File: config.mk
export PLATFORM = sky130hd
export DESIGN_NAME = fu_dispatch_flat
export DESIGN_NICKNAME = d
export VERILOG_FILES = /design/src/design/issue_pkg.sv /design/src/design/issue_instr_if.sv /design/src/design/fu_dispatch.sv /design/src/flat_wrapper.sv
export SDC_FILE = /design/constraint.sdc
export NUM_CORES = 1
export LEC_CHECK = 0
export BUFFER_PORTS_ARGS = -buffer_cell sky130_fd_sc_hd__buf_2
export CAP_MARGIN = 25
export CORE_AREA = 2 2 247 249
export CTS_BUF_LIST = sky130_fd_sc_hd__clkbuf_4 sky130_fd_sc_hd__clkbuf_8
export CTS_CLUSTER_DIAMETER = 150
export DETAILED_ROUTE_END_ITERATION = 8
export DIE_AREA = 0 0 249 251
export MAX_ROUTING_LAYER = met4
export SYNTH_ARGS = -nofsm -noshare
export SYNTH_HDL_FRONTEND = slang
export SYNTH_SLANG_ARGS = --single-unit
File: constraint.sdc
create_clock -name clk_i -period 0.8 [get_ports clk_i]
set_input_delay 0.04 -clock clk_i [delete_from_list [all_inputs] [get_ports clk_i]]
set_output_delay 0.04 -clock clk_i [all_outputs]
set_load 0.02 [all_outputs]
File: src/design/issue_pkg.sv
/*
 * issue stage package
 * register widths, function-unit encoding and the clobber vector type
 */
package issue_pkg;

  // register index width and architectural register count
  localparam int unsigned REG_ADDR_W = 5;
  localparam int unsigned NR_REGS = 32;

  // scoreboard transaction id
  localparam int unsigned TRANS_ID_W = 3;

  // operation code, carried through untouched
  localparam int unsigned OP_W = 7;

  // function unit that executes an instruction
  typedef enum logic [2:0] {
    NONE      = 3'd0,
    ALU       = 3'd1,
    CTRL_FLOW = 3'd2,
    MULT      = 3'd3,
    LOAD      = 3'd4,
    STORE     = 3'd5,
    CSR       = 3'd6
  } fu_t;

  // next writer per register
  // NONE means no write is pending for that register
  typedef fu_t [NR_REGS-1:0] clobber_vec_t;

endpackage

File: src/design/issue_instr_if.sv
/*
 * decoded instruction bundle
 * carries one decoder entry from the top level into the issue blocks
 */
`timescale 1ns/1ns

interface issue_instr_if #(
  parameter int unsigned XLEN = 64
);
  import issue_pkg::*;

  logic                  valid;
  fu_t                   fu;
  logic [OP_W-1:0]       op;
  logic [REG_ADDR_W-1:0] rs1;
  logic [REG_ADDR_W-1:0] rs2;
  logic [REG_ADDR_W-1:0] rd;
  logic [XLEN-1:0]       imm;
  logic [XLEN-1:0]       pc;
  // operand steering flags from the decoder
  logic                  use_pc;
  logic                  use_zimm;
  logic                  use_imm;
  // instruction already carries an exception
  logic                  ex_valid;
  logic [TRANS_ID_W-1:0] trans_id;

  modport src (output valid, fu, op, rs1, rs2, rd, imm, pc,
               use_pc, use_zimm, use_imm, ex_valid, trans_id);
  modport dst (input valid, fu, op, rs1, rs2, rd, imm, pc,
               use_pc, use_zimm, use_imm, ex_valid, trans_id);

endinterface

File: src/design/fu_dispatch.sv
/*
 * function unit dispatch
 * ID/EX registers and the one-hot unit valids raised one cycle after issue
 */
`timescale 1ns/1ns

module fu_dispatch #(
  parameter int unsigned XLEN = 64
) (
  input  logic                            clk_i,
  input  logic                            rst_uarch_ni,
  input  logic                            flush_i,
  issue_instr_if.dst                      instr,
  input  logic                            issue_ack_i,
  input  logic [XLEN-1:0]                 operand_a_i,
  input  logic [XLEN-1:0]                 operand_b_i,
  input  logic [XLEN-1:0]                 imm_i,
  output logic [XLEN-1:0]                 operand_a_o,
  output logic [XLEN-1:0]                 operand_b_o,
  output logic [XLEN-1:0]                 imm_o,
  output issue_pkg::fu_t                  fu_o,
  output logic [issue_pkg::OP_W-1:0]      op_o,
  output logic [issue_pkg::TRANS_ID_W-1:0] trans_id_o,
  output logic [XLEN-1:0]                 pc_o,
  output logic                            alu_valid_o,
  output logic                            branch_valid_o,
  output logic                            mult_valid_o,
  output logic                            lsu_valid_o,
  output logic                            csr_valid_o
);
  import issue_pkg::*;

  logic dispatch;

  // an exception is acked but never started on a unit
  assign dispatch = instr.valid && issue_ack_i && !instr.ex_valid && !flush_i;

  // --------------------------------------------------------------------------
  // ID/EX registers, loaded every cycle
  // --------------------------------------------------------------------------
  always_ff @(posedge clk_i or negedge rst_uarch_ni) begin
    if (!rst_uarch_ni) begin
      operand_a_o <= '0;
      operand_b_o <= '0;
      imm_o       <= '0;
      fu_o        <= NONE;
      op_o        <= '0;
      trans_id_o  <= '0;
      pc_o        <= '0;
    end else begin
      operand_a_o <= operand_a_i;
      operand_b_o <= operand_b_i;
      imm_o       <= imm_i;
      fu_o        <= instr.fu;
      op_o        <= instr.op;
      trans_id_o  <= instr.trans_id;
      pc_o        <= instr.pc;
    end
  end

  // one-hot unit valids, single cycle pulses
  always_ff @(posedge clk_i or negedge rst_uarch_ni) begin
    if (!rst_uarch_ni) begin
      alu_valid_o    <= 1'b0;
      branch_valid_o <= 1'b0;
      mult_valid_o   <= 1'b0;
      lsu_valid_o    <= 1'b0;
      csr_valid_o    <= 1'b0;
    end else begin
      alu_valid_o    <= dispatch && (instr.fu == ALU);
      branch_valid_o <= dispatch && (instr.fu == CTRL_FLOW);
      mult_valid_o   <= dispatch && (instr.fu == MULT);
      lsu_valid_o    <= dispatch && (instr.fu inside {LOAD, STORE});
      csr_valid_o    <= dispatch && (instr.fu == CSR);
    end
  end

  assert property (@(posedge clk_i) disable iff (!rst_uarch_ni)
    $onehot0({alu_valid_o, branch_valid_o, mult_valid_o, lsu_valid_o, csr_valid_o}))
    else $error("more than one unit valid raised");

endmodule

File: src/flat_wrapper.sv
// flat-port wrapper written by rule: the top's interface ports become plain ports
module fu_dispatch_flat import issue_pkg::*;
#(
  parameter int unsigned XLEN = 64
)
  (clk_i, rst_uarch_ni, flush_i, issue_ack_i, operand_a_i, operand_b_i, imm_i, operand_a_o, operand_b_o, imm_o, fu_o, op_o, trans_id_o, pc_o, alu_valid_o, branch_valid_o, mult_valid_o, lsu_valid_o, csr_valid_o, instr_valid, instr_fu, instr_op, instr_rs1, instr_rs2, instr_rd, instr_imm, instr_pc, instr_use_pc, instr_use_zimm, instr_use_imm, instr_ex_valid, instr_trans_id);
  issue_instr_if #(.XLEN(XLEN)) instr_i ();
  input  logic clk_i;
  input  logic rst_uarch_ni;
  input  logic flush_i;
  input  logic issue_ack_i;
  input  logic [XLEN-1:0] operand_a_i;
  input  logic [XLEN-1:0] operand_b_i;
  input  logic [XLEN-1:0] imm_i;
  output logic [XLEN-1:0] operand_a_o;
  output logic [XLEN-1:0] operand_b_o;
  output logic [XLEN-1:0] imm_o;
  output issue_pkg::fu_t fu_o;
  output logic [issue_pkg::OP_W-1:0] op_o;
  output logic [issue_pkg::TRANS_ID_W-1:0] trans_id_o;
  output logic [XLEN-1:0] pc_o;
  output logic alu_valid_o;
  output logic branch_valid_o;
  output logic mult_valid_o;
  output logic lsu_valid_o;
  output logic csr_valid_o;
  input wire logic [$bits(instr_i.valid)-1:0] instr_valid;
  input wire logic [$bits(instr_i.fu)-1:0] instr_fu;
  input wire logic [$bits(instr_i.op)-1:0] instr_op;
  input wire logic [$bits(instr_i.rs1)-1:0] instr_rs1;
  input wire logic [$bits(instr_i.rs2)-1:0] instr_rs2;
  input wire logic [$bits(instr_i.rd)-1:0] instr_rd;
  input wire logic [$bits(instr_i.imm)-1:0] instr_imm;
  input wire logic [$bits(instr_i.pc)-1:0] instr_pc;
  input wire logic [$bits(instr_i.use_pc)-1:0] instr_use_pc;
  input wire logic [$bits(instr_i.use_zimm)-1:0] instr_use_zimm;
  input wire logic [$bits(instr_i.use_imm)-1:0] instr_use_imm;
  input wire logic [$bits(instr_i.ex_valid)-1:0] instr_ex_valid;
  input wire logic [$bits(instr_i.trans_id)-1:0] instr_trans_id;
  assign instr_i.valid = instr_valid;
  assign instr_i.fu = instr_fu;
  assign instr_i.op = instr_op;
  assign instr_i.rs1 = instr_rs1;
  assign instr_i.rs2 = instr_rs2;
  assign instr_i.rd = instr_rd;
  assign instr_i.imm = instr_imm;
  assign instr_i.pc = instr_pc;
  assign instr_i.use_pc = instr_use_pc;
  assign instr_i.use_zimm = instr_use_zimm;
  assign instr_i.use_imm = instr_use_imm;
  assign instr_i.ex_valid = instr_ex_valid;
  assign instr_i.trans_id = instr_trans_id;
  fu_dispatch #(.XLEN(XLEN)) u_core (.clk_i(clk_i), .rst_uarch_ni(rst_uarch_ni), .flush_i(flush_i), .instr(instr_i), .issue_ack_i(issue_ack_i), .operand_a_i(operand_a_i), .operand_b_i(operand_b_i), .imm_i(imm_i), .operand_a_o(operand_a_o), .operand_b_o(operand_b_o), .imm_o(imm_o), .fu_o(fu_o), .op_o(op_o), .trans_id_o(trans_id_o), .pc_o(pc_o), .alu_valid_o(alu_valid_o), .branch_valid_o(branch_valid_o), .mult_valid_o(mult_valid_o), .lsu_valid_o(lsu_valid_o), .csr_valid_o(csr_valid_o));
endmodule
## Word-level counts from Yosys, hierarchy flattened

Cells that the tools add are included.
W data, S select, Z words.

- Bits of input ports: 357
- Bits in registers: 274
- Output and inout port bits: 274
- Logic and storage cells: 29

- Reductions and logical operators: 11
- Equal/unequal tests: 6

Operator list:

| operator | number |
|---|---|
| $eq A3 B3 Y1 const B | 3 |
| $logic_and A1 B1 Y1 | 8 |
| $eq A3 B2 Y1 const B | 2 |
| $eq A3 B1 Y1 const B | 1 |
| $logic_not A1 Y1 | 2 |
| $reduce_bool A2 Y1 | 1 |

## Logic depth before layout (Yosys ltp)

- Depth after elaboration: 4
- Gate-level depth with buffers: 2
- Gate-level depth less buffers: 2

## Worst setup path after synthesis

No wires, ideal clock.

- Kind: input -> register
- From: input instr_ex_valid
- To: register u_core.alu_valid_o
- Setup slack: 209 ps
- Data required time: 695 ps
- Setup time: 105 ps
- Arrival: 486 ps
- Stages: 2
- Buffers on the path: 0
- Cells stage by stage: nand4bb_4 > nor4b_1

- Word-level cells in the longest chain between the ends: 4

RTL lines:

| item | line | RTL |
|---|---|---|
| from (decl) | flat_wrapper.sv:38 | `input wire logic [$bits(instr_i.ex_valid)-1:0] instr_ex_valid;` |
| $logic_not A1 Y1 | fu_dispatch.sv:36 | `assign dispatch = instr.valid && issue_ack_i && !instr.ex_valid && !flush_i;` |
| $logic_and A1 B1 Y1 (2 in series) | fu_dispatch.sv:36 |  |
| $logic_and A1 B1 Y1 | fu_dispatch.sv:70 | `alu_valid_o <= dispatch && (instr.fu == ALU);` |
| to (signal assigned) | fu_dispatch.sv:70 |  |
| to (decl) | fu_dispatch.sv:25 | `output logic alu_valid_o,` |

Every way passes these cells.

## Final worst setup path

- From: register u_core.imm_o[32]
- To: output imm_o[32]

RTL lines:

| item | line | RTL |
|---|---|---|
| from (decl) | fu_dispatch.sv:20 | `output logic [XLEN-1:0] imm_o,` |
| from (signal assigned) | fu_dispatch.sv:53 | `imm_o <= imm_i;` |
| to (decl) | flat_wrapper.sv:17 | `output logic [XLEN-1:0] imm_o;` |

No word-level cell between the ends.

==> metrics.txt <==
drt total wl=30.5 mm; TritonRoute pass-1 iters=4; met3 WL post-DR=3.09 mm; Final Max Tran Viols=0; CP endpoint=imm_o[32]; dpl ws=-18.4 ps; non-filler cells in the finished layout=1995; Worst Tran Pin Value=277 ps; CP Capture Type=primary output; WL per Instance=15.3 um; M1 WL=10.9 mm; total power=33.2 mW; initial antenna violation count=12; post-cts hold buffer count=275; Fin. Hold Viols=13; Inst Count DP=1636; violated checks=negative hold slack, negative setup slack; Die Y=251 um; Synth area leaders=dfrtp_1 99%, nand4bb_4 0.40%, nor4b_1 0.25%, nand3b_1 0.11%, nor3b_1 0.11%; VDD IR-drop max=1.46 mV; Worst Setup SP=u_core.imm_o[32]; Initial Util=0.116; worst hold margin=-91.1 ps; Crit path largest cell delay=440 ps; leakage=7.78 nW; CTS Buffer Depth=3; nets=1533; Seq cells post-synth=274; CTS tree=done; Hold WC Path Type=in2async; Clock transition at path regs=60 ps; number of global-route vias before repair=7418; Yosys warning count=0; syn_nets=639; Critical Path, Cell by Cell=buf_6; first-pass GRT wire length=44.5 mm; Yosys top cell area share=0.990; IO Port Bufs=548; CTS H-tree depth=2; Crit path depth=1; Post-Synthesis Cell Area=6930 sq um; DR vias=6150; startpoint type of the worst setup path=register; Core Area=59800 sq um; I/O Pins=631; maxcap violations=0; FILL cells=5909; DRC=0; area growth from synthesis to final layout=137%; Required @ worst endpoint=760 ps; CP Data Arrival Time=1180 ps; Synth area leader=dfrtp_1; count of final setup violators=274; Starting DRT DRC Count=167; Post-CTS Setup Repair Bufs=0; Cells after Synth=282; Max FO, Critical Path=1; highest metal used=met4; Bufs and invs on worst path=1; die span in x=249 um; RSZ-0062 raised after global routing=yes; Final WS setup=-418 ps; clk root buf=clkbuf_8; GRT Total Usage=0.0991; PwrDens=2030 nW/um^2; CP max stage cell=dfrtp_1; RePlAce Congestion=0.824; post-layout util=0.274; relative slew slack=0.813; largest net degree at the start of global routing=44; CTS sink cnt=274; min Tclk post-route=1220 ps; CP delay by family, top=flip-flops; Seq/Total Area, Yosys=0.990; layout cells sized above 1=0.540; period utilisation layout=1.52; f_max=0.821 GHz; Die ar.=62500 sq um; row count=90; grt total ovfl=0; DPL Wire Length=19.6 mm; via/cell ratio=3.08; status=finished, violations left; Num CTS Buffers=46; Distinct cells, synth=8; Crit Path Class=reg2out; antenna viol nets, final=0; syn_area_per_cell=24.6 sq um; routed wl met2=15.5 mm
worst min-delay path by stage:
stage            startpoint                endpoint  cells past startpoint
6_report       rst_uarch_ni  u_core.operand_b_o[60]                      2
5_1_grt        rst_uarch_ni   u_core.operand_b_o[0]                      2
4_1_cts        rst_uarch_ni  u_core.operand_a_o[11]                      3
3_5_place_dp   rst_uarch_ni   u_core.operand_b_o[1]                      2
3_3_place_gp   rst_uarch_ni   u_core.operand_b_o[1]                      2
2_1_floorplan  rst_uarch_ni      u_core.alu_valid_o                      0
metal layers:
metal / track usage / up-vias
li1: - / 2689
met1: 0.0987 / 3003
met2: 0.172 / 400
met3: 0.0412 / 58
met4: 0.0402 / 0
met5: - / -
flip-flops by register name (all words and copies together) (netlist names), 3 cells and up:
register and cells:
u_core.operand_a_o 64, u_core.imm_o 64, u_core.fu_o 3, u_core.operand_b_o 64, u_core.trans_id_o 3, u_core.pc_o 64, u_core.op_o 7
cell families (layout without fill, tap and decap cells):
family                 count (synthesis)  after routing  synth area share
buffers and inverters                  0            924                 0
DFF                                  274            274             0.990
other                                  0              7                 0
and+or+nand+nor                        8              8            0.0105
metrics by stage:
| stage | instance area (sq um) | TNS (ps) |
|---|---|---|
| final | 16400 | -89750 |
| after detailed placement | 10900 | -18.4 |
| after CTS | 16400 | -110640 |
| after floorplan | 6930 | 0 |
| after global routing | 16400 | -112900 |
| after global placement | 10900 | 0 |
synth_stat cells (all sizes together):
cell type  number
nor3b           1
nor4b           2
nand2           1
nand4bb         1
nor3            1
dfrtp         274
nand3b          1
nor2            1
cell usage in the layout (no fill, tap or decap), drive strengths merged:
master	Yosys	routed
nor3	1	1
buf	0	571
dfrtp	274	274
bufinv	0	2
clkbuf	0	73
nor3b	1	1
nand2	1	1
nor4b	2	2
nand3b	1	1
diode	0	7
dlygate4sd3	0	275
clkinv	0	3
nand4bb	1	1
nor2	1	1
cell type report:
cell class                 count  area (sq um)  area share
clock buffer                  73           936      0.0571
multi-input combinational      8          78.8     0.00481
sequential                   274          6860       0.418
tap                          782           978      0.0597
antenna                        7          17.5     0.00107
clock inverter                 5          75.1     0.00458
timing repair buffer         846          7450       0.455
power breakdown:
part	internal (mW)	switching, mW	total [mW]
registers	14.6	0.401	15.0
clock network	7.99	5.45	13.4
logic	2.75	2.08	4.83
total	25.3	7.93	33.2
what timing repair did:
| action | CTS | global route |
|---|---|---|
| hold endpoints to repair | 548 | 13 |
| gates cloned | 0 | 0 |
| endpoints found under the setup margin | 274 | 277 |
| gates resized for setup | 548 | 1 |
Power figures use the tool's default switching activity.
