$ cat config.mk
export PLATFORM = sky130hd
export DESIGN_NAME = hazard_check_flat
export DESIGN_NICKNAME = d
export VERILOG_FILES = /design/src/design/issue_pkg.sv /design/src/design/issue_instr_if.sv /design/src/design/hazard_check.sv /design/src/flat_wrapper.sv
export SDC_FILE = /design/constraint.sdc
export NUM_CORES = 1
export LEC_CHECK = 0
export ABC_AREA = 1
export BUFFER_PORTS_ARGS = -buffer_cell sky130_fd_sc_hd__buf_2
export CAP_MARGIN = 0
export CORE_AREA = 2 2 109 111
export DETAILED_ROUTE_END_ITERATION = 8
export DIE_AREA = 0 0 111 113
export PLACE_DENSITY = 0.66
export SLEW_MARGIN = 20
export SYNTH_ARGS = -nofsm -noshare
export SYNTH_HDL_FRONTEND = slang
export SYNTH_SLANG_ARGS = --single-unit
$ cat constraint.sdc
create_clock -name vclk -period 3.6
set_input_delay 0.36 -clock vclk [all_inputs]
set_output_delay 0.36 -clock vclk [all_outputs]
set_load 0.005 [all_outputs]
$ cat src/design/issue_pkg.sv
/*
 * issue stage package
 * register widths, function-unit encoding and the clobber vector type
 */
package issue_pkg;

  // register index width and architectural register count
  localparam int unsigned REG_ADDR_W = 5;
  localparam int unsigned NR_REGS = 32;

  // scoreboard transaction id
  localparam int unsigned TRANS_ID_W = 3;

  // operation code, carried through untouched
  localparam int unsigned OP_W = 7;

  // function unit that executes an instruction
  typedef enum logic [2:0] {
    NONE      = 3'd0,
    ALU       = 3'd1,
    CTRL_FLOW = 3'd2,
    MULT      = 3'd3,
    LOAD      = 3'd4,
    STORE     = 3'd5,
    CSR       = 3'd6
  } fu_t;

  // next writer per register
  // NONE means no write is pending for that register
  typedef fu_t [NR_REGS-1:0] clobber_vec_t;

endpackage

$ cat src/design/issue_instr_if.sv
/*
 * decoded instruction bundle
 * carries one decoder entry from the top level into the issue blocks
 */
`timescale 1ns/1ns

interface issue_instr_if #(
  parameter int unsigned XLEN = 64
);
  import issue_pkg::*;

  logic                  valid;
  fu_t                   fu;
  logic [OP_W-1:0]       op;
  logic [REG_ADDR_W-1:0] rs1;
  logic [REG_ADDR_W-1:0] rs2;
  logic [REG_ADDR_W-1:0] rd;
  logic [XLEN-1:0]       imm;
  logic [XLEN-1:0]       pc;
  // operand steering flags from the decoder
  logic                  use_pc;
  logic                  use_zimm;
  logic                  use_imm;
  // instruction already carries an exception
  logic                  ex_valid;
  logic [TRANS_ID_W-1:0] trans_id;

  modport src (output valid, fu, op, rs1, rs2, rd, imm, pc,
               use_pc, use_zimm, use_imm, ex_valid, trans_id);
  modport dst (input valid, fu, op, rs1, rs2, rd, imm, pc,
               use_pc, use_zimm, use_imm, ex_valid, trans_id);

endinterface

$ cat src/design/hazard_check.sv
/*
 * issue hazard check
 * source clobber and forwarding, unit busy, WAW check and issue acknowledge
 */
`timescale 1ns/1ns

module hazard_check #(
  parameter int unsigned NR_COMMIT_PORTS = 2
) (
  issue_instr_if.dst                                            instr,
  input  issue_pkg::clobber_vec_t                               clobber_i,
  input  logic                                                  fwd_rs1_valid_i,
  input  logic                                                  fwd_rs2_valid_i,
  input  logic                                                  stall_i,
  input  logic                                                  flu_ready_i,
  input  logic                                                  lsu_ready_i,
  input  logic                                                  mult_valid_i,
  input  logic [NR_COMMIT_PORTS-1:0][issue_pkg::REG_ADDR_W-1:0] waddr_i,
  input  logic [NR_COMMIT_PORTS-1:0]                            we_i,
  output logic                                                  forward_rs1_o,
  output logic                                                  forward_rs2_o,
  output logic                                                  stall_issue_o,
  output logic                                                  issue_ack_o
);
  import issue_pkg::*;

  fu_t  rs1_writer;
  fu_t  rs2_writer;
  logic src_stall;
  logic fu_busy;
  logic rd_free;

  // pending writers of both sources
  assign rs1_writer = clobber_i[instr.rs1];
  assign rs2_writer = clobber_i[instr.rs2];

  // --------------------------------------------------------------------------
  // source operands
  // --------------------------------------------------------------------------
  // a clobbered source is forwarded when the scoreboard has the result,
  // csr results only ever come through the register file
  always_comb begin : source_check
    forward_rs1_o = 1'b0;
    forward_rs2_o = 1'b0;
    src_stall     = 1'b0;
    // zimm puts an immediate in rs1, nothing to wait for
    if (!instr.use_zimm && (rs1_writer != NONE)) begin
      if (fwd_rs1_valid_i && (rs1_writer != CSR)) begin
        forward_rs1_o = 1'b1;
      end else begin
        src_stall = 1'b1;
      end
    end
    if (rs2_writer != NONE) begin
      if (fwd_rs2_valid_i && (rs2_writer != CSR)) begin
        forward_rs2_o = 1'b1;
      end else begin
        src_stall = 1'b1;
      end
    end
  end

  assign stall_issue_o = stall_i | src_stall;

  // busy flag of the unit this instruction needs
  always_comb begin : unit_busy
    case (instr.fu)
      ALU, CTRL_FLOW, CSR, MULT: fu_busy = ~flu_ready_i;
      LOAD, STORE:               fu_busy = ~lsu_ready_i;
      default:                   fu_busy = 1'b0;
    endcase
  end

  // --------------------------------------------------------------------------
  // WAW check and acknowledge
  // --------------------------------------------------------------------------
  // rd is free when nobody is pending on it
  // or a commit port retires its writer this very cycle
  always_comb begin : waw_check
    rd_free = (clobber_i[instr.rd] == NONE);
    for (int unsigned p = 0; p < NR_COMMIT_PORTS; p++) begin
      if (we_i[p] && (waddr_i[p] == instr.rd)) begin
        rd_free = 1'b1;
      end
    end
  end

  always_comb begin : issue_ack
    issue_ack_o = 1'b0;
    if (instr.valid) begin
      if (!stall_issue_o && !fu_busy && rd_free) begin
        issue_ack_o = 1'b1;
      end
      // exceptions and unit-less instructions go straight through
      if (instr.ex_valid || (instr.fu == NONE)) begin
        issue_ack_o = 1'b1;
      end
    end
    // the fixed latency result bus is taken right after a multiplication
    if (mult_valid_i && (instr.fu inside {ALU, CTRL_FLOW, CSR})) begin
      issue_ack_o = 1'b0;
    end
  end

  always_comb begin : ack_needs_valid
    if (!instr.valid) begin
      assert (!issue_ack_o)
        else $error("issue acknowledged without a valid instruction");
    end
  end

endmodule

$ cat src/flat_wrapper.sv
// flat-port wrapper written by rule: the top's interface ports become plain ports
module hazard_check_flat import issue_pkg::*;
#(
  parameter int unsigned NR_COMMIT_PORTS = 2
)
  (clobber_i, fwd_rs1_valid_i, fwd_rs2_valid_i, stall_i, flu_ready_i, lsu_ready_i, mult_valid_i, waddr_i, we_i, forward_rs1_o, forward_rs2_o, stall_issue_o, issue_ack_o, instr_valid, instr_fu, instr_op, instr_rs1, instr_rs2, instr_rd, instr_imm, instr_pc, instr_use_pc, instr_use_zimm, instr_use_imm, instr_ex_valid, instr_trans_id);
  issue_instr_if instr_i ();
  input  issue_pkg::clobber_vec_t clobber_i;
  input  logic fwd_rs1_valid_i;
  input  logic fwd_rs2_valid_i;
  input  logic stall_i;
  input  logic flu_ready_i;
  input  logic lsu_ready_i;
  input  logic mult_valid_i;
  input  logic [NR_COMMIT_PORTS-1:0][issue_pkg::REG_ADDR_W-1:0] waddr_i;
  input  logic [NR_COMMIT_PORTS-1:0] we_i;
  output logic forward_rs1_o;
  output logic forward_rs2_o;
  output logic stall_issue_o;
  output logic issue_ack_o;
  input wire logic [$bits(instr_i.valid)-1:0] instr_valid;
  input wire logic [$bits(instr_i.fu)-1:0] instr_fu;
  input wire logic [$bits(instr_i.op)-1:0] instr_op;
  input wire logic [$bits(instr_i.rs1)-1:0] instr_rs1;
  input wire logic [$bits(instr_i.rs2)-1:0] instr_rs2;
  input wire logic [$bits(instr_i.rd)-1:0] instr_rd;
  input wire logic [$bits(instr_i.imm)-1:0] instr_imm;
  input wire logic [$bits(instr_i.pc)-1:0] instr_pc;
  input wire logic [$bits(instr_i.use_pc)-1:0] instr_use_pc;
  input wire logic [$bits(instr_i.use_zimm)-1:0] instr_use_zimm;
  input wire logic [$bits(instr_i.use_imm)-1:0] instr_use_imm;
  input wire logic [$bits(instr_i.ex_valid)-1:0] instr_ex_valid;
  input wire logic [$bits(instr_i.trans_id)-1:0] instr_trans_id;
  assign instr_i.valid = instr_valid;
  assign instr_i.fu = instr_fu;
  assign instr_i.op = instr_op;
  assign instr_i.rs1 = instr_rs1;
  assign instr_i.rs2 = instr_rs2;
  assign instr_i.rd = instr_rd;
  assign instr_i.imm = instr_imm;
  assign instr_i.pc = instr_pc;
  assign instr_i.use_pc = instr_use_pc;
  assign instr_i.use_zimm = instr_use_zimm;
  assign instr_i.use_imm = instr_use_imm;
  assign instr_i.ex_valid = instr_ex_valid;
  assign instr_i.trans_id = instr_trans_id;
  hazard_check #(.NR_COMMIT_PORTS(NR_COMMIT_PORTS)) u_core (.instr(instr_i), .clobber_i(clobber_i), .fwd_rs1_valid_i(fwd_rs1_valid_i), .fwd_rs2_valid_i(fwd_rs2_valid_i), .stall_i(stall_i), .flu_ready_i(flu_ready_i), .lsu_ready_i(lsu_ready_i), .mult_valid_i(mult_valid_i), .waddr_i(waddr_i), .we_i(we_i), .forward_rs1_o(forward_rs1_o), .forward_rs2_o(forward_rs2_o), .stall_issue_o(stall_issue_o), .issue_ack_o(issue_ack_o));
endmodule
Yosys cells after proc, flatten, opt, wreduce, memory -nomap -nowiden
Cells that the tools add are included.
{"block": "word_totals", "register_bits": 0, "in_bits": 275, "output_inout_bits": 4, "wordCells": 56}
{"block": "classes", "n_lt_le_gt_ge": 3, "eq_ne": 10, "muxes": 21, "bitwise": 3, "reduce_logical": 19}
{"operator": "binary-select mux 3 bit (select 5 bit)", "count": 3}
{"operator": "< comparator 5 x 6 -> 1 bit, second input constant", "count": 3}
{"operator": "two-way mux 1 bit", "count": 14}
{"operator": "equality test 5 bit", "count": 2}
{"operator": "equality test 3 bit, second input constant", "count": 3}
{"operator": "two-way mux 3 bit", "count": 3}
{"operator": "nonzero test 3 bit", "count": 3}
{"operator": "logical AND 1 bit", "count": 8}
{"operator": "equality test 3 x 2 -> 1 bit, second input constant", "count": 2}
{"operator": "logical NOT 3 bit", "count": 2}
{"operator": "inequality test 3 bit, second input constant", "count": 2}
{"operator": "OR reduction 4 bit", "count": 1}
{"operator": "equality test 3 x 1 -> 1 bit, second input constant", "count": 1}
{"operator": "logical NOT 1 bit", "count": 3}
{"operator": "inverter 1 bit", "count": 2}
{"operator": "one-hot mux 1 bit (2 select lines)", "count": 1}
{"operator": "OR reduction 2 bit", "count": 1}
{"operator": "logical OR 1 bit", "count": 1}
{"operator": "OR 1 bit", "count": 1}

Longest topological paths before layout
{"block": "logic_depth", "depth_word": 16, "ltp_mapped": 17, "mapped_depth_nobuf": 14}

Worst setup path after synthesis
OpenSTA, ideal clock, no wires.
{"block": "synth_path", "path_type": "input port to output port", "startpoint": "input port instr_rs1[0]", "endpoint": "output port issue_ack_o", "arrival_ns": 1.648, "t_required_ns": 3.240, "path_slack_ns": 1.592, "path_stages": 17, "n_path_buf": 3, "path_cell_list": "buf_2 inv_2 buf_6 buf_4 nand2_1 nand3_1 nand3_1 nand2_1 nand2_1 nand3_1 nand2_1 nand3_1 nand2_1 inv_1 nand2_1 nand4_1 a21oi_1"}
{"block": "synth_via", "elab_chain_len": 16, "elab_cells_between_ends": 18, "cone_classes": "eq/ne: 1; mux: 10; bitwise: 1; reduce/logical: 6"}
{"element": "start, declared", "line": "flat_wrapper.sv:24", "text": "input wire logic [$bits(instr_i.rs1)-1:0] instr_rs1;"}
{"element": "binary-select mux 3 bit (select 5 bit) (*)", "line": "hazard_check.sv:34", "text": "assign rs1_writer = clobber_i[instr.rs1];"}
{"element": "two-way mux 3 bit (implied by the code) (*)", "line": "hazard_check.sv:34"}
{"element": "inequality test 3 bit", "line": "hazard_check.sv:48", "text": "if (fwd_rs1_valid_i && (rs1_writer != CSR)) begin"}
{"element": "logical AND 1 bit", "line": "hazard_check.sv:48"}
{"element": "two-way mux 1 bit", "line": "hazard_check.sv:48"}
{"element": "two-way mux 1 bit (*)", "line": "hazard_check.sv:47", "text": "if (!instr.use_zimm && (rs1_writer != NONE)) begin"}
{"element": "two-way mux 1 bit", "line": "hazard_check.sv:55", "text": "if (fwd_rs2_valid_i && (rs2_writer != CSR)) begin"}
{"element": "two-way mux 1 bit (*)", "line": "hazard_check.sv:54", "text": "if (rs2_writer != NONE) begin"}
{"element": "OR 1 bit (*)", "line": "hazard_check.sv:63", "text": "assign stall_issue_o = stall_i | src_stall;"}
{"element": "logical NOT 1 bit (*)", "line": "hazard_check.sv:91", "text": "if (!stall_issue_o && !fu_busy && rd_free) begin"}
{"element": "logical AND 1 bit (*) (2 in series)", "line": "hazard_check.sv:91"}
{"element": "two-way mux 1 bit (*)", "line": "hazard_check.sv:91"}
{"element": "two-way mux 1 bit (*)", "line": "hazard_check.sv:95", "text": "if (instr.ex_valid || (instr.fu == NONE)) begin"}
{"element": "two-way mux 1 bit (*)", "line": "hazard_check.sv:90", "text": "if (instr.valid) begin"}
{"element": "two-way mux 1 bit (*)", "line": "hazard_check.sv:100", "text": "if (mult_valid_i && (instr.fu inside {ALU, CTRL_FLOW, CSR})) begin"}
{"element": "end, declared", "line": "flat_wrapper.sv:20", "text": "output logic issue_ack_o;"}
Every way passes the cells marked *; elsewhere a longest branch is shown, timed or not. The select of a mux whose other input is x is not followed.

Final worst setup path
{"block": "layout_path", "startpoint": "input port instr_rs1[1]", "endpoint": "output port issue_ack_o"}
The elaborated chain is that of the path after synthesis.

==> qor.txt <==
Seq pwr share: 0%
Worst Hold Class: input port to primary output
Comb pwr share: 100.0%
Worst-margin pin slew: 732 ps
Vias in the first global route: 4249
Synth Area in Simple Gates: 84.3%
Clock Power Share: 0%
Crit path time final: 2790 ps
DRT iter0 DRCs: 564
Startpoint types: input port
Adder-cell area share of the yosys netlist: 0%
Fin util: 31.5%
Post-CTS repair timing setup buffer count: 0
Routability Congestion: 0.963
Compound-Gate Fraction of Synth Area: 3.27%
Post-DP HPWL: 10.3 mm
Grt ovf: 0
Nets@finish: 1044
Setup crit end kind: primary output
Slowest cell delay on critical path: 400 ps
Antenna Cells: 0
Most frequent CP cell: nand2_1
Seq_cells: 0
Drt wl/cell: 14.6 um
Switching pwr: 0.280 mW
Top cell type by total area after synthesis: nand2_1
Hold depth: 4
P&R area growth vs syn: 25.5%
Xor and xnor area share after synthesis: 1.24%
Max frequency: 358 MHz
Yosys warning count: 0
Buf+Inv Stages, Crit Path: 4
Switching share of power: 62.6%
Initial Util: 25.1%
Sequential fraction of the synthesis area: 0%
Count of final setup violators: 0
Worst Path Max Fanout: 16
Residual DRC: 0
Post-synth cell types: 19
Global-route wire length before repair: 21.2 mm
RSZ-0062 raised after global routing: no
CP cell instances: buf_2 > clkinv_1 > buf_4 > nand3_1 > nand3_1 > nand2_1 > nand2_1 > nand3_1 > nand2_1 > nand3_1 > nand2_1 > nand2_1 > nand4_1 > a21oi_1 > buf_2
Max-slew headroom: 51.1%
Leak pwr: 2.03 nW
Pin count of the biggest net entering global routing: 50
Max_cap viols: 0
Clock buf count: 0
Sum Neg Setup Slack: 0 ps
Final Hold Viols: 0
P_int: 0.167 mW
Total GRT Usage: 20.3%
Final wirelength: 13.3 mm
Arrival time worst endpoint: 2430 ps
Avg Cell Area, Syn: 4.30 sq um
Hold buffers post-CTS: 0
Family with the most delay on the worst path: buffers and inverters
Status: completed
IO Pins: 279
Mux share of post-synthesis cell area: 0%
Initial antenna violation count: 0
Post-detailed-route count of antenna-violating nets: 0
Synth Instances: 658
Post-synthesis cell area: 2830 sq um
Die area: 12500 sq um
Syn nets: 933
Drt pass-1 iters: 6
Min Hold Slack: 1010 ps
Reg area: 0 sq um
Die Height: 113 um
Slew Limit Fails: 0
Worst IR Drop VDD: 0.0000407 V
Site Rows: 39
Critical setup path kind: input port to primary output
CP required: 3240 ps
Hold EP: stall_issue_o
Vias/cell: 5.16
Post-synth top cells: nand2_1 (320), nand3_1 (179), nor2_1 (73)
Synth top area share: 42.5%
Total Power: 0.448 mW
Die Span X: 111 um
Via Count: 4695
PD cells: 126 nW/um^2
Core ar.: 11300 sq um
Min-Delay Startpoint: stall_i
Count leader, synth: nand2_1
Share of cells above drive strength 1: 19.7%
Buffers on Ports: 139
Final worst-path cycle share: 77.5%
Top cells by area, synth: nand2_1 (42%), nand3_1 (32%), nor2_1 (9.7%)
Critical-path top delay cell: clkinv_1
Largest family of logic cells by synthesized area: simple AND/OR/NAND/NOR gates
# resized after CTS: 0
[power groups by stage]
stage	sequential [mW]	clock, mW	combinational, mW
floorplan	0	0	0.264
global placement	0	0	0.435
detailed placement	0	0	0.441
CTS	0	0	0.442
global route	0	0	0.503
finish	0	0	0.448
[cells by family (layout without fill, tap and decap cells)]
group	count (synthesis)	in the layout
AO/OA/AOI/OAI	17	17
XOR/XNOR	4	4
buffers and inverters	63	172
AND/OR/NAND/NOR	574	574
[worst max-delay path by stage]
stage,from,to,slack (ps),cells past startpoint
detailed placement,instr_rs1[1],issue_ack_o,780,15
global route,instr_rd[1],issue_ack_o,510,17
CTS,instr_rs1[1],issue_ack_o,780,15
finish,instr_rs1[1],issue_ack_o,810,15
global placement,instr_rs1[1],issue_ack_o,800,15
floorplan,instr_rs1[0],issue_ack_o,1590,17
[cell type report]
class / instances / area, sq um
fill: 1367 / 7720
multi-input combinational: 595 / 2510
timing repair buffer: 149 / 771
tap: 143 / 179
inverter: 23 / 86.3
[placed cells by master (no fill, tap or decap)]
master	count
inv_1	19
nand2_1	320
buf_2	139
buf_4	10
o31ai_1	1
a211oi_1	2
xor2_1	4
nand4_1	1
nand3b_1	1
nand3_1	179
o21ai_1	1
nor2_1	73
clkinv_1	2
a21oi_1	8
o21ai_0	5
inv_2	2
[per-layer routing]
| metal | share of wire, % | global-route usage [%] | up-vias |
|---|---|---|---|
| li1 | - | - | 2336 |
| met1 | 40 | 26.4 | 2010 |
| met4 | 3.1 | 6.50 | 0 |
| met3 | 12 | 4.23 | 44 |
| met5 | 0 | 0 | - |
| met2 | 44 | 33.7 | 305 |
[through the flow]
step | instances | area [sq um] | setup WS [ps]
2_1_floorplan | 658 | 2830 | 1590
3_3_place_gp | 910 | 3550 | 803
3_5_place_dp | 910 | 3550 | 784
6_report | 910 | 3550 | 808
4_1_cts | 910 | 3550 | 781
5_1_grt | 910 | 3550 | 513
No activity file was read; power rests on OpenSTA's default activity.
