### src/design/issue_pkg.sv
/*
 * issue stage package
 * register widths, function-unit encoding and the clobber vector type
 */
package issue_pkg;

  // register index width and architectural register count
  localparam int unsigned REG_ADDR_W = 5;
  localparam int unsigned NR_REGS = 32;

  // scoreboard transaction id
  localparam int unsigned TRANS_ID_W = 3;

  // operation code, carried through untouched
  localparam int unsigned OP_W = 7;

  // function unit that executes an instruction
  typedef enum logic [2:0] {
    NONE      = 3'd0,
    ALU       = 3'd1,
    CTRL_FLOW = 3'd2,
    MULT      = 3'd3,
    LOAD      = 3'd4,
    STORE     = 3'd5,
    CSR       = 3'd6
  } fu_t;

  // next writer per register
  // NONE means no write is pending for that register
  typedef fu_t [NR_REGS-1:0] clobber_vec_t;

endpackage

### src/design/issue_instr_if.sv
/*
 * decoded instruction bundle
 * carries one decoder entry from the top level into the issue blocks
 */
`timescale 1ns/1ns

interface issue_instr_if #(
  parameter int unsigned XLEN = 64
);
  import issue_pkg::*;

  logic                  valid;
  fu_t                   fu;
  logic [OP_W-1:0]       op;
  logic [REG_ADDR_W-1:0] rs1;
  logic [REG_ADDR_W-1:0] rs2;
  logic [REG_ADDR_W-1:0] rd;
  logic [XLEN-1:0]       imm;
  logic [XLEN-1:0]       pc;
  // operand steering flags from the decoder
  logic                  use_pc;
  logic                  use_zimm;
  logic                  use_imm;
  // instruction already carries an exception
  logic                  ex_valid;
  logic [TRANS_ID_W-1:0] trans_id;

  modport src (output valid, fu, op, rs1, rs2, rd, imm, pc,
               use_pc, use_zimm, use_imm, ex_valid, trans_id);
  modport dst (input valid, fu, op, rs1, rs2, rd, imm, pc,
               use_pc, use_zimm, use_imm, ex_valid, trans_id);

endinterface

### src/design/operand_select.sv
/*
 * operand select
 * forwarding mux and pc, zimm and immediate steering for operands a and b
 */
`timescale 1ns/1ns

module operand_select #(
  parameter int unsigned XLEN = 64
) (
  issue_instr_if.dst       instr,
  input  logic [XLEN-1:0]  rdata_a_i,
  input  logic [XLEN-1:0]  rdata_b_i,
  input  logic [XLEN-1:0]  fwd_rs1_data_i,
  input  logic [XLEN-1:0]  fwd_rs2_data_i,
  input  logic             forward_rs1_i,
  input  logic             forward_rs2_i,
  output logic [XLEN-1:0]  operand_a_o,
  output logic [XLEN-1:0]  operand_b_o,
  output logic [XLEN-1:0]  imm_o
);
  import issue_pkg::*;

  // operand a: register or forwarded value, then pc, then zimm
  always_comb begin : operand_a_mux
    operand_a_o = forward_rs1_i ? fwd_rs1_data_i : rdata_a_i;
    if (instr.use_pc) begin
      operand_a_o = instr.pc;
    end
    // zimm is the rs1 index, zero extended
    if (instr.use_zimm) begin
      operand_a_o = {{(XLEN-REG_ADDR_W){1'b0}}, instr.rs1};
    end
  end

  // operand b: register or forwarded value, or the immediate
  // stores and branches keep rs2 here and take the immediate separately
  always_comb begin : operand_b_mux
    operand_b_o = forward_rs2_i ? fwd_rs2_data_i : rdata_b_i;
    if (instr.use_imm && (instr.fu != STORE) && (instr.fu != CTRL_FLOW)) begin
      operand_b_o = instr.imm;
    end
  end

  assign imm_o = instr.imm;

endmodule

### src/flat_wrapper.sv
// flat-port wrapper written by rule: the top's interface ports become plain ports
module operand_select_flat import issue_pkg::*;
#(
  parameter int unsigned XLEN = 64
)
  (rdata_a_i, rdata_b_i, fwd_rs1_data_i, fwd_rs2_data_i, forward_rs1_i, forward_rs2_i, operand_a_o, operand_b_o, imm_o, instr_valid, instr_fu, instr_op, instr_rs1, instr_rs2, instr_rd, instr_imm, instr_pc, instr_use_pc, instr_use_zimm, instr_use_imm, instr_ex_valid, instr_trans_id);
  issue_instr_if #(.XLEN(XLEN)) instr_i ();
  input  logic [XLEN-1:0] rdata_a_i;
  input  logic [XLEN-1:0] rdata_b_i;
  input  logic [XLEN-1:0] fwd_rs1_data_i;
  input  logic [XLEN-1:0] fwd_rs2_data_i;
  input  logic forward_rs1_i;
  input  logic forward_rs2_i;
  output logic [XLEN-1:0] operand_a_o;
  output logic [XLEN-1:0] operand_b_o;
  output logic [XLEN-1:0] imm_o;
  input wire logic [$bits(instr_i.valid)-1:0] instr_valid;
  input wire logic [$bits(instr_i.fu)-1:0] instr_fu;
  input wire logic [$bits(instr_i.op)-1:0] instr_op;
  input wire logic [$bits(instr_i.rs1)-1:0] instr_rs1;
  input wire logic [$bits(instr_i.rs2)-1:0] instr_rs2;
  input wire logic [$bits(instr_i.rd)-1:0] instr_rd;
  input wire logic [$bits(instr_i.imm)-1:0] instr_imm;
  input wire logic [$bits(instr_i.pc)-1:0] instr_pc;
  input wire logic [$bits(instr_i.use_pc)-1:0] instr_use_pc;
  input wire logic [$bits(instr_i.use_zimm)-1:0] instr_use_zimm;
  input wire logic [$bits(instr_i.use_imm)-1:0] instr_use_imm;
  input wire logic [$bits(instr_i.ex_valid)-1:0] instr_ex_valid;
  input wire logic [$bits(instr_i.trans_id)-1:0] instr_trans_id;
  assign instr_i.valid = instr_valid;
  assign instr_i.fu = instr_fu;
  assign instr_i.op = instr_op;
  assign instr_i.rs1 = instr_rs1;
  assign instr_i.rs2 = instr_rs2;
  assign instr_i.rd = instr_rd;
  assign instr_i.imm = instr_imm;
  assign instr_i.pc = instr_pc;
  assign instr_i.use_pc = instr_use_pc;
  assign instr_i.use_zimm = instr_use_zimm;
  assign instr_i.use_imm = instr_use_imm;
  assign instr_i.ex_valid = instr_ex_valid;
  assign instr_i.trans_id = instr_trans_id;
  operand_select #(.XLEN(XLEN)) u_core (.instr(instr_i), .rdata_a_i(rdata_a_i), .rdata_b_i(rdata_b_i), .fwd_rs1_data_i(fwd_rs1_data_i), .fwd_rs2_data_i(fwd_rs2_data_i), .forward_rs1_i(forward_rs1_i), .forward_rs2_i(forward_rs2_i), .operand_a_o(operand_a_o), .operand_b_o(operand_b_o), .imm_o(imm_o));
endmodule
### config.mk
export PLATFORM = sky130hd
export DESIGN_NAME = operand_select_flat
export DESIGN_NICKNAME = d
export VERILOG_FILES = /design/src/design/issue_pkg.sv /design/src/design/issue_instr_if.sv /design/src/design/operand_select.sv /design/src/flat_wrapper.sv
export SDC_FILE = /design/constraint.sdc
export NUM_CORES = 1
export LEC_CHECK = 0
export ABC_AREA = 1
export BUFFER_PORTS_ARGS = -buffer_cell sky130_fd_sc_hd__buf_2
export CAP_MARGIN = 40
export CORE_AREA = 2 2 240 242
export DETAILED_ROUTE_END_ITERATION = 8
export DIE_AREA = 0 0 242 244
export GPL_TIMING_DRIVEN = 0
export PLACE_DENSITY = 0.3
export SLEW_MARGIN = 20
export SYNTH_ARGS = -nofsm -noshare
export SYNTH_HDL_FRONTEND = slang
export SYNTH_SLANG_ARGS = --single-unit
### constraint.sdc
create_clock -name vclk -period 1.82
set_input_delay 0.546 -clock vclk [all_inputs]
set_output_delay 0.546 -clock vclk [all_outputs]
set_load 0.02 [all_outputs]
# Word-level counts from Yosys, hierarchy flattened
# Cells that the tools add are included.
# word_totals
reg_bits	0
latch_bits	0
ramBits	0
rom_bits	0
in_bits	419
wordCells	9
mem_count	0
# op_classes
addsub	0
n_mul	0
div_mod_pow	0
order_cmp	0
n_eq_ne	2
shift	0
n_mux	5
n_bitwise	0
reduce_logical	2
# ops
op	n
$mux 64	5
$ne 3x2->1 const B	1
$ne 3x3->1 const B	1
$logic_and 1x1->1	2

# Depth between registers and ports, before layout
# Gate-level depths: netlist (run 1).
# depth
depth_word	4
depth_mapped	7
depth_no_buf	5

# Least setup slack after synthesis (run 1)
# Ideal clock, no wire load.
# synth_path
kind	in2out
startpoint	input forward_rs1_i
endpoint	output operand_a_o[4]
arrival_time_ns	1.341
required_ns	1.274
setup_slack_ns	-0.067
path_stages	6
n_path_buf	2
path_cell_list	buf_2 buf_4 nand2_1 nand2_1 nand2_1 a21oi_1
# synth_via
elab_chain_cells	3
# synth_lines
element	line_no	text
start: declaration	flat_wrapper.sv:12	input logic forward_rs1_i;
$mux 64	operand_select.sv:25	operand_a_o = forward_rs1_i ? fwd_rs1_data_i : rdata_a_i;
$mux 64	operand_select.sv:26	if (instr.use_pc) begin
$mux 64	operand_select.sv:30	if (instr.use_zimm) begin
end: declaration	flat_wrapper.sv:14	output logic [XLEN-1:0] operand_a_o;
# No other way between the ends.

# Worst setup path after layout (run 1)
# layout_path
startpoint	input instr_fu[2]
endpoint	output operand_b_o[13]
# layout_via
elab_chain_cells	4
# layout_lines
element	line_no	text
start: declaration	flat_wrapper.sv:18	input wire logic [$bits(instr_i.fu)-1:0] instr_fu;
$ne 3x3->1	operand_select.sv:39	if (instr.use_imm && (instr.fu != STORE) && (instr.fu != CTRL_FLOW)) begin
$logic_and 1x1->1	operand_select.sv:39	
$logic_and 1x1->1 *	operand_select.sv:39	
$mux 64 *	operand_select.sv:39	
end: declaration	flat_wrapper.sv:15	output logic [XLEN-1:0] operand_b_o;
# Every way passes the cells marked *; elsewhere a longest branch is shown, timed or not.

==> impl_metrics.ini, run 1 <==
[synth]
syn_area_mm2 = 0.004349
yosysSeqAreaShare_pct = 0
synth_commonest_cells = nand2_1 (389), inv_1 (127), nor2_1 (123)
syn-mean-instance-area_um2 = 4.442
synth_cells = 979
synth.top_cells.by_area = nand2_1 (34%), buf_4 (12%), inv_1 (11%)
synth.distinct_cells = 14
synth.most_common_cell = nand2_1
synth_top_area_share_pct = 33.57
synth_top_area_cell = nand2_1
yosysWarnings = 0
syn_nets = 1398

[finish]
fin_area_mm2 = 0.01195
flops_and_latches = 0
drive_gt1_share_pct = 69.80
area_growth_pct = 174.7
nNetsFinal = 2027
ff_latch_area_um2 = 0
clkbuf_count = 0

[sta]
finalCriticalPeriod_ns = 2.081
slew_violations = 0
hold_slack_ns = 1.422
setup_viol = 128
fmax_mhz = 480.4
worst_slack_ns = -0.2615
tightest_slew_ns = 0.5158
fin_setup_tns_ns = -23.81
rsz0062_at_grt = true
finalHoldViolations = 0
slew_headroom_pct = 65.62
post-route-period-util_pct = 114.4

[grt]
busiest_layer = met2
grtUsageMet2_pct = 31.79
grt_max_degree = 11
met1_usage_pct = 15.16
grt_pass1_vias = 9296
grt_pass1_wl_um = 68310
met3_usage_pct = 4.104
gr-total-overflow = 0
grt_usage_pct = 16.13
antenna_found_initial = 30

[worst_setup_path]
crit_type = primary input to primary output
cp_cell_sequence = buf_8 > inv_4 > nand3_4 > nand3_4 > buf_6 > buf_8 > nand2_4 > nand2_4 > buf_6
slowest_delay_ns = 0.17
end_kind = primary output
cp_max_fo = 5
required_ns = 1.27
crit_path_top_delay_cell = nand3_4
critPathArrivalTime_ns = 1.54
start_kind = primary input

[power_and_ir_drop]
power.leakage_uw = 0.006738
vdd_ir_drop_max_mv = 0.1561
power_density_mw_per_mm2 = 312.5
fin_total_pwr_uw = 3733

[drt]
antenna_left = 0
drt-total-wl_um = 51550
wl_per_cell_um = 21.77
drc_errors = 0
drt_first_pass_iters = 5
routed_via_density = 3.762
drtIter0Drc = 256
num_vias = 8908

[floorplan]
placementRows = 87
start_util_pct = 7.743
coreArea_mm2 = 0.05617
dieHeight_um = 244
dieArea_mm2 = 0.05905
ios = 611
fp.dieW_um = 242

[place]
dpl_worst_slack_ns = -0.7665
placed_cell_area_mm2 = 0.008262
port_buffers = 587
gp_congestion = 1.007
dpl.hpwl_um = 45050

[min_path]
min_path_type = primary input to primary output
worstHoldStart = instr_imm[27]
whs_endpoint = imm_o[27]
min_path_cells = 3

[run_status]
violations = setup timing
status = complete, but fails checks

[clocking]
hold_buffers = 0

[flow_run]
max_cap_viol_count = 0
placed cells by master (no fill, tap or decap), types with 30 or more instances in the layout:
master,count
buf_4,84
buf_6,154
o21ai_0,30
buf_2,455
nand2_2,119
inv_2,43
inv_1,81
nand2_4,102
nand4_1,64
nand2_1,167
nor2_1,113
nand3_2,54
repair_timing:
| item | CTS | global route |
|---|---|---|
| hold endpoints to repair | 0 | 0 |
| endpoints found under the setup margin | 128 | 128 |
| setup buffers | 19 | 2 |
| cloned | 14 | 7 |
| gates resized for setup | 674 | 302 |
| pin swaps | 68 | 139 |
metal layers:
metal	wire length [um]	part of all wire [%]	up-vias
met5	178	0.35	-
met4	3740	7.3	26
met3	3826	7.4	126
met2	27110	53	491
met1	16700	32	4040
li1	-	-	4225
stage by stage:
| stage | std cells | utilization (%) |
|---|---|---|
| 2_1_floorplan | 979 | - |
| 3_3_place_gp | 2322 | 14.71 |
| 3_5_place_dp | 2322 | 14.71 |
| 4_1_cts | 2355 | 19.19 |
| 5_1_grt | 2365 | 21.26 |
| 6_report | 2368 | 21.27 |
logic make-up after synthesis:
| family | share of synthesized area [%] |
|---|---|
| AND/OR/NAND/NOR | 60.64 |
| buffers and inverters | 30.84 |
| AO/OA/AOI/OAI | 8.516 |
worst max path at each step:
stage                  startpoint              end  slack, ns  depth (start not counted)
finish                instr_fu[2]  operand_b_o[13]      -0.26                          9
global route        forward_rs1_i   operand_a_o[4]      -0.30                          9
CTS                   instr_fu[1]   operand_b_o[9]      -0.24                          9
detailed placement  forward_rs1_i  operand_a_o[20]      -0.77                          8
global placement    forward_rs1_i  operand_a_o[22]      -0.76                          8
floorplan             instr_fu[1]  operand_b_o[23]      -0.04                          6
worst max-delay path: cells and delay by family:
kind                   cells  cell delay (ns)
and+or+nand+nor            4             0.40
buffers and inverters      5             0.56
power by group:
group / leakage, uW / internal, uW / switching [uW]
combinational: 0.00674 / 1680 / 2050
sequential: 0 / 0 / 0
clock: 0.0000000380 / 0.000444 / 0
total: 0.00674 / 1680 / 2050
final cells by class:
class | instances | area, um^2
Timing Repair Buffer | 627 | 4481
Tap cell | 756 | 945.9
Inverter | 129 | 511.7
Antenna cell | 6 | 15.01
Fill cell | 6594 | 44220
Buffer | 137 | 1424
Multi-Input combinational cell | 713 | 4569
Power figures use the tool's default switching activity.
==> inputs of run 2 (changes only) <==
--- a/config.mk
+++ b/config.mk
@@ -8,9 +8,9 @@
 export ABC_AREA = 1
 export BUFFER_PORTS_ARGS = -buffer_cell sky130_fd_sc_hd__buf_2
 export CAP_MARGIN = 40
-export CORE_AREA = 2 2 240 242
+export CORE_AREA = 2 2 238 240
 export DETAILED_ROUTE_END_ITERATION = 8
-export DIE_AREA = 0 0 242 244
+export DIE_AREA = 0 0 240 242
 export GPL_TIMING_DRIVEN = 0
 export PLACE_DENSITY = 0.3
 export SLEW_MARGIN = 20
==> constraint.sdc (replaced) <==
create_clock -name vclk -period 1.9
set_input_delay 0.57 -clock vclk [all_inputs]
set_output_delay 0.57 -clock vclk [all_outputs]
set_load 0.02 [all_outputs]
==> run 2 against run 1 <==
Against the previous run:
- the run still ends with setup timing left
- global-route usage fell by 2.3 points
- flip-flop and latch count did not move
- via count is 3.1% lower
- non-clock buffer count shrank 6
- critical path depth is 1 higher
- setup slack improved by 0.049 ns
- first-iteration DRC count grew 31%
- combinational power fell by 15%
- critical endpoint is now operand_a_o[47]
- largest power group unchanged
- largest cell class unchanged
- core utilization decreased by 1.8 points
==> impl_metrics.ini, run 2 (same netlist as run 1, synthesis figures left out) <==
[run_status]
status = complete, but fails checks
violations = setup timing

[finish]
mostFrequentLayoutCell = buf_2
flops_and_latches = 0
final_cell_mix = buf_2 (479), nand2_1 (271), buf_6 (114), inv_1 (110), buf_4 (101)
fin_area_mm2 = 0.01083
clkbuf_count = 0
ff_latch_area_um2 = 0
fin_util_pct = 19.44
nNetsFinal = 2021
drive_gt1_share_pct = 59.75
area_growth_pct = 149.1

[drt]
drc_errors = 0
wl_per_cell_um = 18.41
antenna_left = 0
drt-total-wl_um = 43510
drtIter0Drc = 336
num_vias = 8629
drt_first_pass_iters = 5
routed_via_density = 3.652

[worst_setup_path]
required_ns = 1.33
crit_family = buffers and inverters
cp_max_fo = 6
cp_common_cell = buf_12
start_kind = primary input
end_kind = primary output
crit_type = primary input to primary output
critPathArrivalTime_ns = 1.54
slowest_delay_ns = 0.14
crit_path_top_delay_cell = buf_12
worst-path-buf-inv = 7
cp_cell_sequence = buf_12 > clkinv_8 > buf_12 > buf_12 > buf_12 > nor2_2 > nor2_1 > nand2_2 > inv_2 > buf_6

[power_and_ir_drop]
power_frac_clock_pct = 0
vdd_ir_drop_max_mv = 0.1210
p_int_uw = 1449
combPwrFrac_pct = 100.0
fin_total_pwr_uw = 3163
switching_power_uw = 1713
p_sw_share_pct = 54.17
seqPwrFrac_pct = 0
power_density_mw_per_mm2 = 291.9
power.leakage_uw = 0.006227

[floorplan]
ios = 611
start_util_pct = 7.804
fp.dieW_um = 240
dieArea_mm2 = 0.05808
coreArea_mm2 = 0.05573
placementRows = 87
dieHeight_um = 242

[sta]
slew_violations = 0
setup_viol = 128
fmax_mhz = 473.3
post-route-period-util_pct = 111.2
finalCriticalPeriod_ns = 2.113
worst_slack_ns = -0.2129
tightest_slew_ns = 0.4749
finalHoldViolations = 0
rsz0062_at_grt = true
slew_headroom_pct = 68.34

[grt]
grt_pass1_wl_um = 59660
grt_pass1_vias = 8774
grt_usage_pct = 13.78
antenna_found_initial = 14
gr-total-overflow = 0
grt_max_degree = 11

[clocking]
hold_buffers = 0

[place]
gp_congestion = 0.8792
dpl.hpwl_um = 37220
dpl_worst_slack_ns = -0.7253
placed_cell_area_mm2 = 0.008252
port_buffers = 587

[min_path]
min_path_type = primary input to primary output

[flow_run]
max_cap_viol_count = 0
-- run 2: cell count changes in the layout (fill, tap and decap cells not counted), moves of 36 or more --
cell and change:
nand3_1 +46, nand2_4 -67, nand2_1 +104, nand3_2 -42
buf_6 -40, nand2_2 -36
-- run 2: routing by layer --
metal / wire, um / up-vias / track usage [%]
li1: - / 4207 / -
met1: 15590 / 3921 / 14.37
met2: 23110 / 438 / 27.42
met3: 3641 / 51 / 3.191
met4: 1083 / 12 / 2.868
met5: 78 / - / 0
-- run 2: power by group through the flow --
stage               clock (uW)  sequential [uW]  combinational, uW
floorplan                    0                0               1210
global placement             0                0               2360
detailed placement           0                0               2340
CTS                          0                0               3030
global route          0.000211                0               3390
finish                0.000497                0               3160
-- run 2: final timing paths --
kind	start	depth (start not counted)	to	slack (ns)
max	instr_use_pc	10	operand_a_o[47]	-0.21
min	instr_imm[44]	3	imm_o[44]	1.47
-- run 2: what timing repair did --
item | CTS | global route
cloned | 16 | 2
endpoints found under the setup margin | 128 | 128
gates resized for setup | 526 | 164
pin swaps | 59 | 56
buffers inserted | 16 | 0
hold endpoints to repair | 0 | 0
-- run 2: final cells by class --
type / count / area, um^2
diodes: 7 / 17.52
fillers: 6601 / 44900
well taps: 756 / 945.9
repair buffers: 620 / 4155
multi-input cells: 713 / 3821
plain buffers: 138 / 1383
inverters: 129 / 511.7
-- run 2: metrics by stage --
stage                     std cells  setup TNS, ns  hold slack [ns]
after floorplan                 979        -0.1274            1.253
after global placement         2322         -58.96            1.469
after detailed placement       2322         -56.55            1.466
after CTS                      2354         -21.25            1.468
after global routing           2359         -26.19            1.476
final                          2363         -19.90            1.466
